## config.mk

```make
export PLATFORM = sky130hd
export DESIGN_NAME = fpga_core
export DESIGN_NICKNAME = d
export VERILOG_FILES = /design/src/hdl/core_pkg.sv /design/src/hdl/fpga_core.sv /design/src/hdl/echo_fifo.sv /design/src/hdl/uart_tx.sv /design/src/hdl/uart_rx.sv
export SDC_FILE = /design/constraint.sdc
export NUM_CORES = 1
export LEC_CHECK = 0
export BUFFER_PORTS_ARGS = -buffer_cell sky130_fd_sc_hd__buf_2
export CAP_MARGIN = 40
export CORE_MARGIN = 1.5
export CORE_UTILIZATION = 46
export CTS_BUF_LIST = sky130_fd_sc_hd__clkbuf_4 sky130_fd_sc_hd__clkbuf_8
export DETAILED_ROUTE_END_ITERATION = 12
export GPL_TIMING_DRIVEN = 1
export PLACE_DENSITY = 0.64
export SYNTH_ARGS = -nofsm -noshare
export SYNTH_HDL_FRONTEND = slang
export SYNTH_SLANG_ARGS = --single-unit
```

## constraint.sdc

```tcl
create_clock -name clk -period 3.42 [get_ports clk]
set_input_delay 0.342 -clock clk [delete_from_list [all_inputs] [get_ports clk]]
set_output_delay 0.342 -clock clk [all_outputs]
set_load 0.01 [all_outputs]
```

## src/hdl/core_pkg.sv

```systemverilog
// shared constants, byte and strobe types, fifo types and uart state enums.
`default_nettype none

package core_pkg;

    // board clock and serial line rate.
    localparam int CLK_FREQ = 125_000_000;  // core clock in hertz.
    localparam int BAUD     = 115_200;      // uart bit rate.

    // clock cycles per oversample tick, eight ticks per bit.
    localparam logic [15:0] PRESCALE = 16'(CLK_FREQ / BAUD / 8);

    // echo fifo sizing.
    localparam int FIFO_DEPTH = 16;                  // number of byte entries.
    localparam int FIFO_AW    = $clog2(FIFO_DEPTH);  // pointer width.
    localparam int CTS_LEVEL  = 12;                  // fill level that deasserts cts.

    typedef logic [FIFO_AW-1:0] fifo_ptr_t;  // read and write pointer.
    typedef logic [FIFO_AW:0]   fifo_cnt_t;  // fill count, holds 0 to FIFO_DEPTH.

    // one data byte on the serial line.
    typedef logic [7:0] uart_byte_t;

    // byte with a qualifier bit.
    // rx to fifo the bit is a one-cycle strobe, fifo to tx it means valid.
    typedef struct packed {
        logic       stb;   // strobe or valid.
        uart_byte_t data;  // payload byte.
    } byte_strobe_t;

    // receiver states.
    typedef enum logic [1:0] {
        RX_IDLE,   // waiting for a falling edge.
        RX_START,  // checking the start bit at mid-bit.
        RX_DATA,   // shifting in eight data bits.
        RX_STOP    // checking the stop bit.
    } rx_state_e;

    // transmitter states.
    typedef enum logic [1:0] {
        TX_IDLE,   // line high, waiting for a byte.
        TX_START,  // driving the start bit.
        TX_DATA,   // driving data bits, lsb first.
        TX_STOP    // holding the stop bit for a full bit time.
    } tx_state_e;

endpackage

`default_nettype wire
```

## src/hdl/fpga_core.sv

```systemverilog
// board core logic: gpio to leds, uart echo through receiver, fifo and transmitter.
`timescale 1ns/10ps
`default_nettype none

module fpga_core (
    input  wire logic       clk,       // 125 mhz core clock.
    input  wire logic       rst_n,     // async reset, active low.

    // gpio.
    input  wire logic       btn,       // shows the last byte while held.
    input  wire logic [7:0] sw,
    output logic      [7:0] led,

    // uart, 115200 8n1, names seen from the host side.
    input  wire logic       uart_txd,  // serial data from host.
    output logic            uart_rxd,  // serial data to host.
    input  wire logic       uart_rts,  // host ready, active low.
    output logic            uart_cts   // core ready, active low.
);

    core_pkg::byte_strobe_t rx_byte;    // receiver to fifo.
    core_pkg::byte_strobe_t head;       // fifo to transmitter.
    logic                   pop;        // transmitter takes the head.
    core_pkg::uart_byte_t   last_byte;  // most recent received byte.

    // serial input side.
    uart_rx uart_rx_inst (
        .clk     (clk),
        .rst_n   (rst_n),
        .rxd     (uart_txd),
        .rx_byte (rx_byte)
    );

    // buffer between the two directions.
    echo_fifo echo_fifo_inst (
        .clk   (clk),
        .rst_n (rst_n),
        .wr    (rx_byte),
        .head  (head),
        .pop   (pop),
        .cts   (uart_cts)
    );

    // serial output side, gated by the host's rts.
    uart_tx uart_tx_inst (
        .clk   (clk),
        .rst_n (rst_n),
        .head  (head),
        .pop   (pop),
        .rts   (uart_rts),
        .txd   (uart_rxd)
    );

    // loads on every good byte, even one the fifo drops.
    always_ff @(posedge clk) begin
        if (rx_byte.stb) begin
            last_byte <= rx_byte.data;
        end
    end

    // led source select.
    assign led = btn ? last_byte : sw;

endmodule

`default_nettype wire

```

## src/hdl/echo_fifo.sv

```systemverilog
// byte fifo between uart receiver and transmitter, drop on full, cts from fill level.
`timescale 1ns/10ps
`default_nettype none

module echo_fifo (
    input  wire logic                   clk,    // core clock.
    input  wire logic                   rst_n,  // async reset, active low.
    input  wire core_pkg::byte_strobe_t wr,     // write strobe and byte.
    output core_pkg::byte_strobe_t      head,   // oldest entry, stb when non-empty.
    input  wire logic                   pop,    // removes the head entry.
    output logic                        cts     // clear to send, active low.
);

    core_pkg::uart_byte_t mem [core_pkg::FIFO_DEPTH];  // storage, no reset.
    core_pkg::fifo_ptr_t  wr_ptr;                      // next free slot.
    core_pkg::fifo_ptr_t  rd_ptr;                      // oldest entry.
    core_pkg::fifo_cnt_t  count;                       // entries held.
    logic                 full;
    logic                 empty;
    logic                 do_wr;                       // accepted write.
    logic                 do_rd;                       // accepted pop.

    assign full  = (count == core_pkg::fifo_cnt_t'(core_pkg::FIFO_DEPTH));
    assign empty = (count == '0);

    // a strobe while full is simply lost, there is no back-pressure.
    assign do_wr = wr.stb && !full;
    assign do_rd = pop && !empty;

    // storage write.
    always_ff @(posedge clk) begin
        if (do_wr) begin
            mem[wr_ptr] <= wr.data;
        end
    end

    // pointers and fill count.
    always_ff @(posedge clk or negedge rst_n) begin
        if (!rst_n) begin
            wr_ptr <= '0;
            rd_ptr <= '0;
            count  <= '0;
        end else begin
            if (do_wr) begin
                wr_ptr <= wr_ptr + 1'b1;  // wraps at the depth.
            end
            if (do_rd) begin
                rd_ptr <= rd_ptr + 1'b1;
            end
            case ({do_wr, do_rd})
                2'b10:   count <= count + 1'b1;
                2'b01:   count <= count - 1'b1;
                default: count <= count;  // both or neither.
            endcase
        end
    end

    // head sees a new entry the cycle after its write.
    assign head = '{stb: !empty, data: mem[rd_ptr]};

    // host must stop once the fifo is nearly full.
    assign cts = (count >= core_pkg::fifo_cnt_t'(core_pkg::CTS_LEVEL));

endmodule

`default_nettype wire

```

## src/hdl/uart_tx.sv

```systemverilog
// 8n1 uart transmitter that pops bytes from the echo fifo under rts flow control.
`timescale 1ns/10ps
`default_nettype none

module uart_tx (
    input  wire logic                   clk,    // core clock.
    input  wire logic                   rst_n,  // async reset, active low.
    input  wire core_pkg::byte_strobe_t head,   // fifo head, stb means non-empty.
    output logic                        pop,    // one-cycle take of the head byte.
    input  wire logic                   rts,    // host ready, active low.
    output logic                        txd     // serial output, idle high.
);

    core_pkg::tx_state_e  state;         // framing fsm.
    logic [15:0]          prescale_cnt;  // cycles left to the next tick.
    logic [2:0]           tick_cnt;      // tick position inside a bit.
    logic [2:0]           bit_cnt;       // data bit index.
    core_pkg::uart_byte_t shreg;         // remaining data bits.
    logic                 tick;          // one oversample tick.
    logic                 bit_end;       // last tick of the current bit.

    // start only from idle, so rts never cuts a byte short.
    assign pop = (state == core_pkg::TX_IDLE) && head.stb && !rts;

    assign tick    = (prescale_cnt == 16'd0);
    assign bit_end = tick && (tick_cnt == 3'd7);  // eight ticks per bit.

    // bit timing, restarted with every byte.
    always_ff @(posedge clk or negedge rst_n) begin
        if (!rst_n) begin
            prescale_cnt <= core_pkg::PRESCALE - 16'd1;
            tick_cnt     <= 3'd0;
        end else if (state == core_pkg::TX_IDLE) begin
            prescale_cnt <= core_pkg::PRESCALE - 16'd1;
            tick_cnt     <= 3'd0;
        end else if (tick) begin
            prescale_cnt <= core_pkg::PRESCALE - 16'd1;
            tick_cnt     <= tick_cnt + 3'd1;
        end else begin
            prescale_cnt <= prescale_cnt - 16'd1;
        end
    end

    // framing fsm, drives the line one bit at a time.
    always_ff @(posedge clk or negedge rst_n) begin
        if (!rst_n) begin
            state   <= core_pkg::TX_IDLE;
            bit_cnt <= 3'd0;
            txd     <= 1'b1;
        end else begin
            case (state)
                core_pkg::TX_IDLE: begin
                    txd <= 1'b1;
                    if (pop) begin
                        txd   <= 1'b0;  // start bit from the next cycle.
                        state <= core_pkg::TX_START;
                    end
                end
                core_pkg::TX_START: begin
                    if (bit_end) begin
                        txd     <= shreg[0];  // bit 0.
                        bit_cnt <= 3'd0;
                        state   <= core_pkg::TX_DATA;
                    end
                end
                core_pkg::TX_DATA: begin
                    if (bit_end) begin
                        if (bit_cnt == 3'd7) begin
                            txd   <= 1'b1;  // stop bit.
                            state <= core_pkg::TX_STOP;
                        end else begin
                            txd     <= shreg[0];
                            bit_cnt <= bit_cnt + 3'd1;
                        end
                    end
                end
                core_pkg::TX_STOP: begin
                    if (bit_end) begin
                        state <= core_pkg::TX_IDLE;  // full stop bit sent.
                    end
                end
                default: begin
                    state <= core_pkg::TX_IDLE;
                end
            endcase
        end
    end

    // payload, loaded on pop and shifted at each bit boundary.
    always_ff @(posedge clk) begin
        if (pop) begin
            shreg <= head.data;
        end else if (bit_end && ((state == core_pkg::TX_START) ||
                                 (state == core_pkg::TX_DATA))) begin
            shreg <= {1'b0, shreg[7:1]};
        end
    end

endmodule

`default_nettype wire

```

## src/hdl/uart_rx.sv

```systemverilog
// 8n1 uart receiver with input synchronizer, 8x oversampling and framing check.
`timescale 1ns/10ps
`default_nettype none

module uart_rx (
    input  wire logic              clk,      // core clock.
    input  wire logic              rst_n,    // async reset, active low.
    input  wire logic              rxd,      // serial input, idle high.
    output core_pkg::byte_strobe_t rx_byte   // one-cycle strobe per good byte.
);

    logic                 rxd_meta;      // first synchronizer stage.
    logic                 rxd_sync;      // second stage, safe to use.
    logic                 rxd_prev;      // delayed copy for edge detect.
    logic                 start_edge;    // falling edge on the line.
    core_pkg::rx_state_e  state;         // framing fsm.
    logic [15:0]          prescale_cnt;  // cycles left to the next tick.
    logic [2:0]           tick_cnt;      // tick position inside a bit.
    logic [2:0]           bit_cnt;       // data bit index.
    core_pkg::uart_byte_t shreg;         // data bits, shifted in lsb first.
    logic                 rx_stb;        // registered output strobe.
    logic                 tick;          // one oversample tick.
    logic                 mid;           // middle tick of the current bit.

    // bring the line into the clock domain, reset to the idle level.
    always_ff @(posedge clk or negedge rst_n) begin
        if (!rst_n) begin
            rxd_meta <= 1'b1;
            rxd_sync <= 1'b1;
            rxd_prev <= 1'b1;
        end else begin
            rxd_meta <= rxd;
            rxd_sync <= rxd_meta;
            rxd_prev <= rxd_sync;
        end
    end

    assign start_edge = rxd_prev && !rxd_sync;  // high to low.

    // a low stop bit leaves the line low, so only a fresh edge restarts the fsm.

    assign tick = (prescale_cnt == 16'd0);
    assign mid  = tick && (tick_cnt == 3'd3);    // fourth tick is half a bit in.

    // oversample timing, held at its start value while idle.
    always_ff @(posedge clk or negedge rst_n) begin
        if (!rst_n) begin
            prescale_cnt <= core_pkg::PRESCALE - 16'd1;
            tick_cnt     <= 3'd0;
        end else if (state == core_pkg::RX_IDLE) begin
            prescale_cnt <= core_pkg::PRESCALE - 16'd1;
            tick_cnt     <= 3'd0;
        end else if (tick) begin
            prescale_cnt <= core_pkg::PRESCALE - 16'd1;  // reload.
            tick_cnt     <= tick_cnt + 3'd1;             // wraps every bit.
        end else begin
            prescale_cnt <= prescale_cnt - 16'd1;
        end
    end

    // framing fsm.
    always_ff @(posedge clk or negedge rst_n) begin
        if (!rst_n) begin
            state   <= core_pkg::RX_IDLE;
            bit_cnt <= 3'd0;
            rx_stb  <= 1'b0;
        end else begin
            rx_stb <= 1'b0;  // strobe lasts one cycle.
            case (state)
                core_pkg::RX_IDLE: begin
                    if (start_edge) begin
                        state <= core_pkg::RX_START;
                    end
                end
                core_pkg::RX_START: begin
                    if (mid) begin
                        if (rxd_sync) begin
                            state <= core_pkg::RX_IDLE;  // glitch, not a start bit.
                        end else begin
                            bit_cnt <= 3'd0;
                            state   <= core_pkg::RX_DATA;
                        end
                    end
                end
                core_pkg::RX_DATA: begin
                    if (mid) begin
                        bit_cnt <= bit_cnt + 3'd1;
                        if (bit_cnt == 3'd7) begin
                            state <= core_pkg::RX_STOP;  // last data bit taken.
                        end
                    end
                end
                core_pkg::RX_STOP: begin
                    if (mid) begin
                        rx_stb <= rxd_sync;  // bad stop bit gives no strobe.
                        state  <= core_pkg::RX_IDLE;
                    end
                end
                default: begin
                    state <= core_pkg::RX_IDLE;
                end
            endcase
        end
    end

    // data shift register, lsb arrives first.
    always_ff @(posedge clk) begin
        if ((state == core_pkg::RX_DATA) && mid) begin
            shreg <= {rxd_sync, shreg[7:1]};
        end
    end

    // shreg is stable from the stop bit until the next data bit.
    assign rx_byte = '{stb: rx_stb, data: shreg};

endmodule

`default_nettype wire

```

==> impl_results.md <==
* Synth cell types at 60
* Fraction of layout cells with a size suffix above 1 at 0.254
* Max-cap violation count at 0
* Leak at 4.03 nW
* Clk Latency, worst-skew pair at 0.53 ns
* Met3 Use GR at 0.0335
* Worst Path Arrival at 3.59 ns
* Fin cells at about 1000
* Hold worst-path end: uart_tx_inst.state[0]
* CTS Root Cell: clkbuf_8
* Bufs on Longest Clock Path at 3
* Die ar. at around 22000 um2
* GRT Util Overall at 0.184
* Power Dens Cells at approximately 540 nW/um2
* Detail Placement HPWL at between 10000 and 15000 um
* Post-route total power at 5.90 mW
* Area after DPL at 10100 um2
* Worst setup path class: register to register
* Antenna Nets Post-Route at 0
* Worst Setup End Kind: register
* CTS Sinks at 218
* Layout Area Growth over Synthesis at 14.0%
* Ports at 23
* FF-to-FF Start: uart_tx_inst.state[0]
* Sw Ratio at 0.234
* Worst Hold Class: primary input to register
* Final Hold Viols at 0
* Cells after synthesis at roughly 640
* Critical hold path startpoint: uart_rts
* Post-Syn Area at ~9600 um2
* Vias at 5474
* Final period util at 0.919
* Clock network power share at 0.424
* Most common cell in the synthesized netlist: edfxtp_1
* Max Clock Freq at 318 MHz
* Total gr overflow at 0
* Slew margin rel. at 0.438
* H-tree levels at 2
* Max Fanout on Critical Path at 13
* Port Buffers at 22
* Row Count at 52
* Diodes inserted at 0
* Post-synth top area share at 0.476
* Vias in the first global route at 5852
* Clk_skew at about 0.019 ns
* Die Width at 147 um
* Outcome: finished, final reports clean
* Fill cell count at 1634
* Initial DRT Pass Iterations at 6
* Die Height at 147 um
* Num CTS Buffers at 37
* First-pass GRT wire length at 31000 um
* Endpoints failing setup at 0
* Synth Flop Type: edfxtp_1
* Worst hold margin at ~0.3 ns
* Final Core Density at 0.537
* Max-slew violations at 0
* R2r setup slk at 0.28 ns
* Post-layout net count at approximately 740
* Largest net degree at the start of global routing at 33
* Placed cell count at around 930
* EDFF count, synth at ~150
* Syn_area_per_cell at 15.1 um2
* Crit path launch type: register
* Most used routing layer: met2
* Seq pwr share at 0.516
* Initial antenna violation count at 0
* Core area at just over 20000 um2
* Internal power at 4.51 mW
* Met1 Use GR at 0.226
* RSZ-0062 raised after global routing: no
* Post-synth ARST share at 0.303
* FF-to-FF path depth at 12
* Global-route track usage on met2 at 0.327
* Worst EP required at 3.87 ns
* Gp weighted congestion at 0.745
* Comb power frac at 0.060
* Routed wire length at 18800 um
* Post-synthesis sequential area ratio at 0.650
* Routed vias/inst at 5.50
* Area leader, netlist: edfxtp_1
* Design area at 10900 um2
* FF-to-FF End: echo_fifo_inst.count[4]
* Synth top area cells: edfxtp_1, dfrtp_1, mux4_2
* Setup Buffers After CTS at 0
* Worst slew pin tran at 0.841 ns
* Yosys warns at 0
* Syn_nets at 674
* Starting DRC count in detailed routing at 260
* DR DRC count at 0
* NetSw at about 1.4 mW
* CTS tree: done
* Final worst slack at 0.278 ns
* Place WS at 0.199 ns
* Hold depth at 4
* Clock transition at the registers of the reported paths at ~0.060 ns
* Initial core utilization at 0.471
* Maximum VDD drop at approximately 0.29 mV
* TNS Setup at 0 ns
* Tmin final at ~3.1 ns
* DR WL/cell at 18.9 um
* Synthesized flop and latch total at 218
* Synth top cells by count: edfxtp_1, dfrtp_1, nor2_1
[power groups by stage]
stage          clock network, mW  logic, mW  registers, mW
2_1_floorplan                  0      0.272           3.06
3_3_place_gp                   0      0.339           3.08
3_5_place_dp                   0      0.355           3.09
4_1_cts                     2.58      0.359           3.04
5_1_grt                     2.68      0.406           3.06
6_report                    2.50      0.355           3.04
[layer usage]
layer	vias to the layer above	share of wire
met1	2779	0.40
met4	0	0.023
li1	2541	-
met5	-	0
met2	115	0.53
met3	39	0.043
[worst max path at each step]
stage	start	to	cells past startpoint	slack [ns]
after floorplan	uart_tx_inst.state[0]	echo_fifo_inst.count[4]	14	0.38
after global placement	uart_tx_inst.state[0]	echo_fifo_inst.count[4]	12	0.37
after detailed placement	uart_tx_inst.state[0]	echo_fifo_inst.count[4]	12	0.20
after CTS	uart_tx_inst.state[0]	echo_fifo_inst.count[4]	12	0.18
after global routing	uart_tx_inst.state[0]	echo_fifo_inst.count[4]	12	0.004
final	uart_tx_inst.state[0]	echo_fifo_inst.count[4]	12	0.28
[layout make-up]
type                            instances  area [um2]  area share
Sequential cell                       218        6230       0.570
Inverter                               17        63.8     0.00584
Clock inverter                         22         213      0.0195
Tap cell                              270         338      0.0309
Multi-Input combinational cell        373        3170       0.290
Clock buffer                           46         589      0.0539
Timing Repair Buffer                   49         330      0.0302
[worst max-delay path, stage by stage (launching register included)]
cell	delay (ns)
dfrtp_1	0.41
inv_1	0.15
ha_1	0.33
nor2b_1	0.16
a21bo_2	0.23
inv_1	0.16
ha_2	0.34
xor2_1	0.20
ha_1	0.24
a21boi_0	0.20
o32ai_1	0.11
nor4b_1	0.37
xnor2_1	0.16
[repair_timing]
| action | 4_1_cts | 5_1_grt |
|---|---|---|
| hold buffers | 2 | 0 |
| hold endpoints to repair | 20 | 0 |
| endpoints found under the setup margin | 0 | 1 |
| resized for setup | 0 | 1 |
[state kept, by name, indices dropped and copies added, names as in the netlist, 2 cells and up, named ones only]
| name | count |
|---|---|
| uart_tx_inst.state | 2 |
| echo_fifo_inst.count | 5 |
| uart_rx_inst.prescale_cnt | 16 |
| uart_tx_inst.tick_cnt | 3 |
| uart_rx_inst.shreg | 8 |
| echo_fifo_inst.mem | 128 |
| uart_tx_inst.prescale_cnt | 16 |
| uart_tx_inst.shreg | 8 |
| uart_rx_inst.bit_cnt | 3 |
| uart_tx_inst.bit_cnt | 3 |
| uart_rx_inst.tick_cnt | 3 |
| last_byte | 8 |
| echo_fifo_inst.rd_ptr | 4 |
| echo_fifo_inst.wr_ptr | 4 |
[kinds of logic (layout without fill, tap and decap cells)]
family | Yosys count | count (layout) | share of synthesized area
mux | 63 | 63 | 0.110
flops | 218 | 218 | 0.650
buf+inv | 44 | 134 | 0.0201
compound gates | 68 | 68 | 0.0469
xor+xnor | 35 | 35 | 0.0320
simple gates | 181 | 181 | 0.107
fa+ha+maj | 26 | 26 | 0.0339
[layout by cell type (no fill, tap or decap), types with 5 or more instances in the layout]
| master | count |
|---|---|
| nor3_1 | 12 |
| nand3_1 | 10 |
| ha_1 | 25 |
| nand2_1 | 32 |
| xor2_1 | 18 |
| mux2_2 | 16 |
| clkbuf_4 | 7 |
| mux2i_1 | 14 |
| nand2b_1 | 5 |
| or4_1 | 5 |
| clkinv_1 | 6 |
| clkinv_2 | 9 |
| nand4_1 | 7 |
| nor2b_1 | 9 |
| nor3b_1 | 6 |
| dfstp_2 | 10 |
| o21ai_0 | 17 |
| dfrtp_1 | 55 |
| edfxtp_1 | 152 |
| buf_2 | 22 |
| mux4_2 | 32 |
| buf_4 | 24 |
| a21oi_1 | 20 |
| nor4_1 | 5 |
| clkbuf_8 | 39 |
| nor2_1 | 54 |
| xnor2_1 | 17 |
| inv_1 | 17 |
No activity file was read; power rests on OpenSTA's default activity.
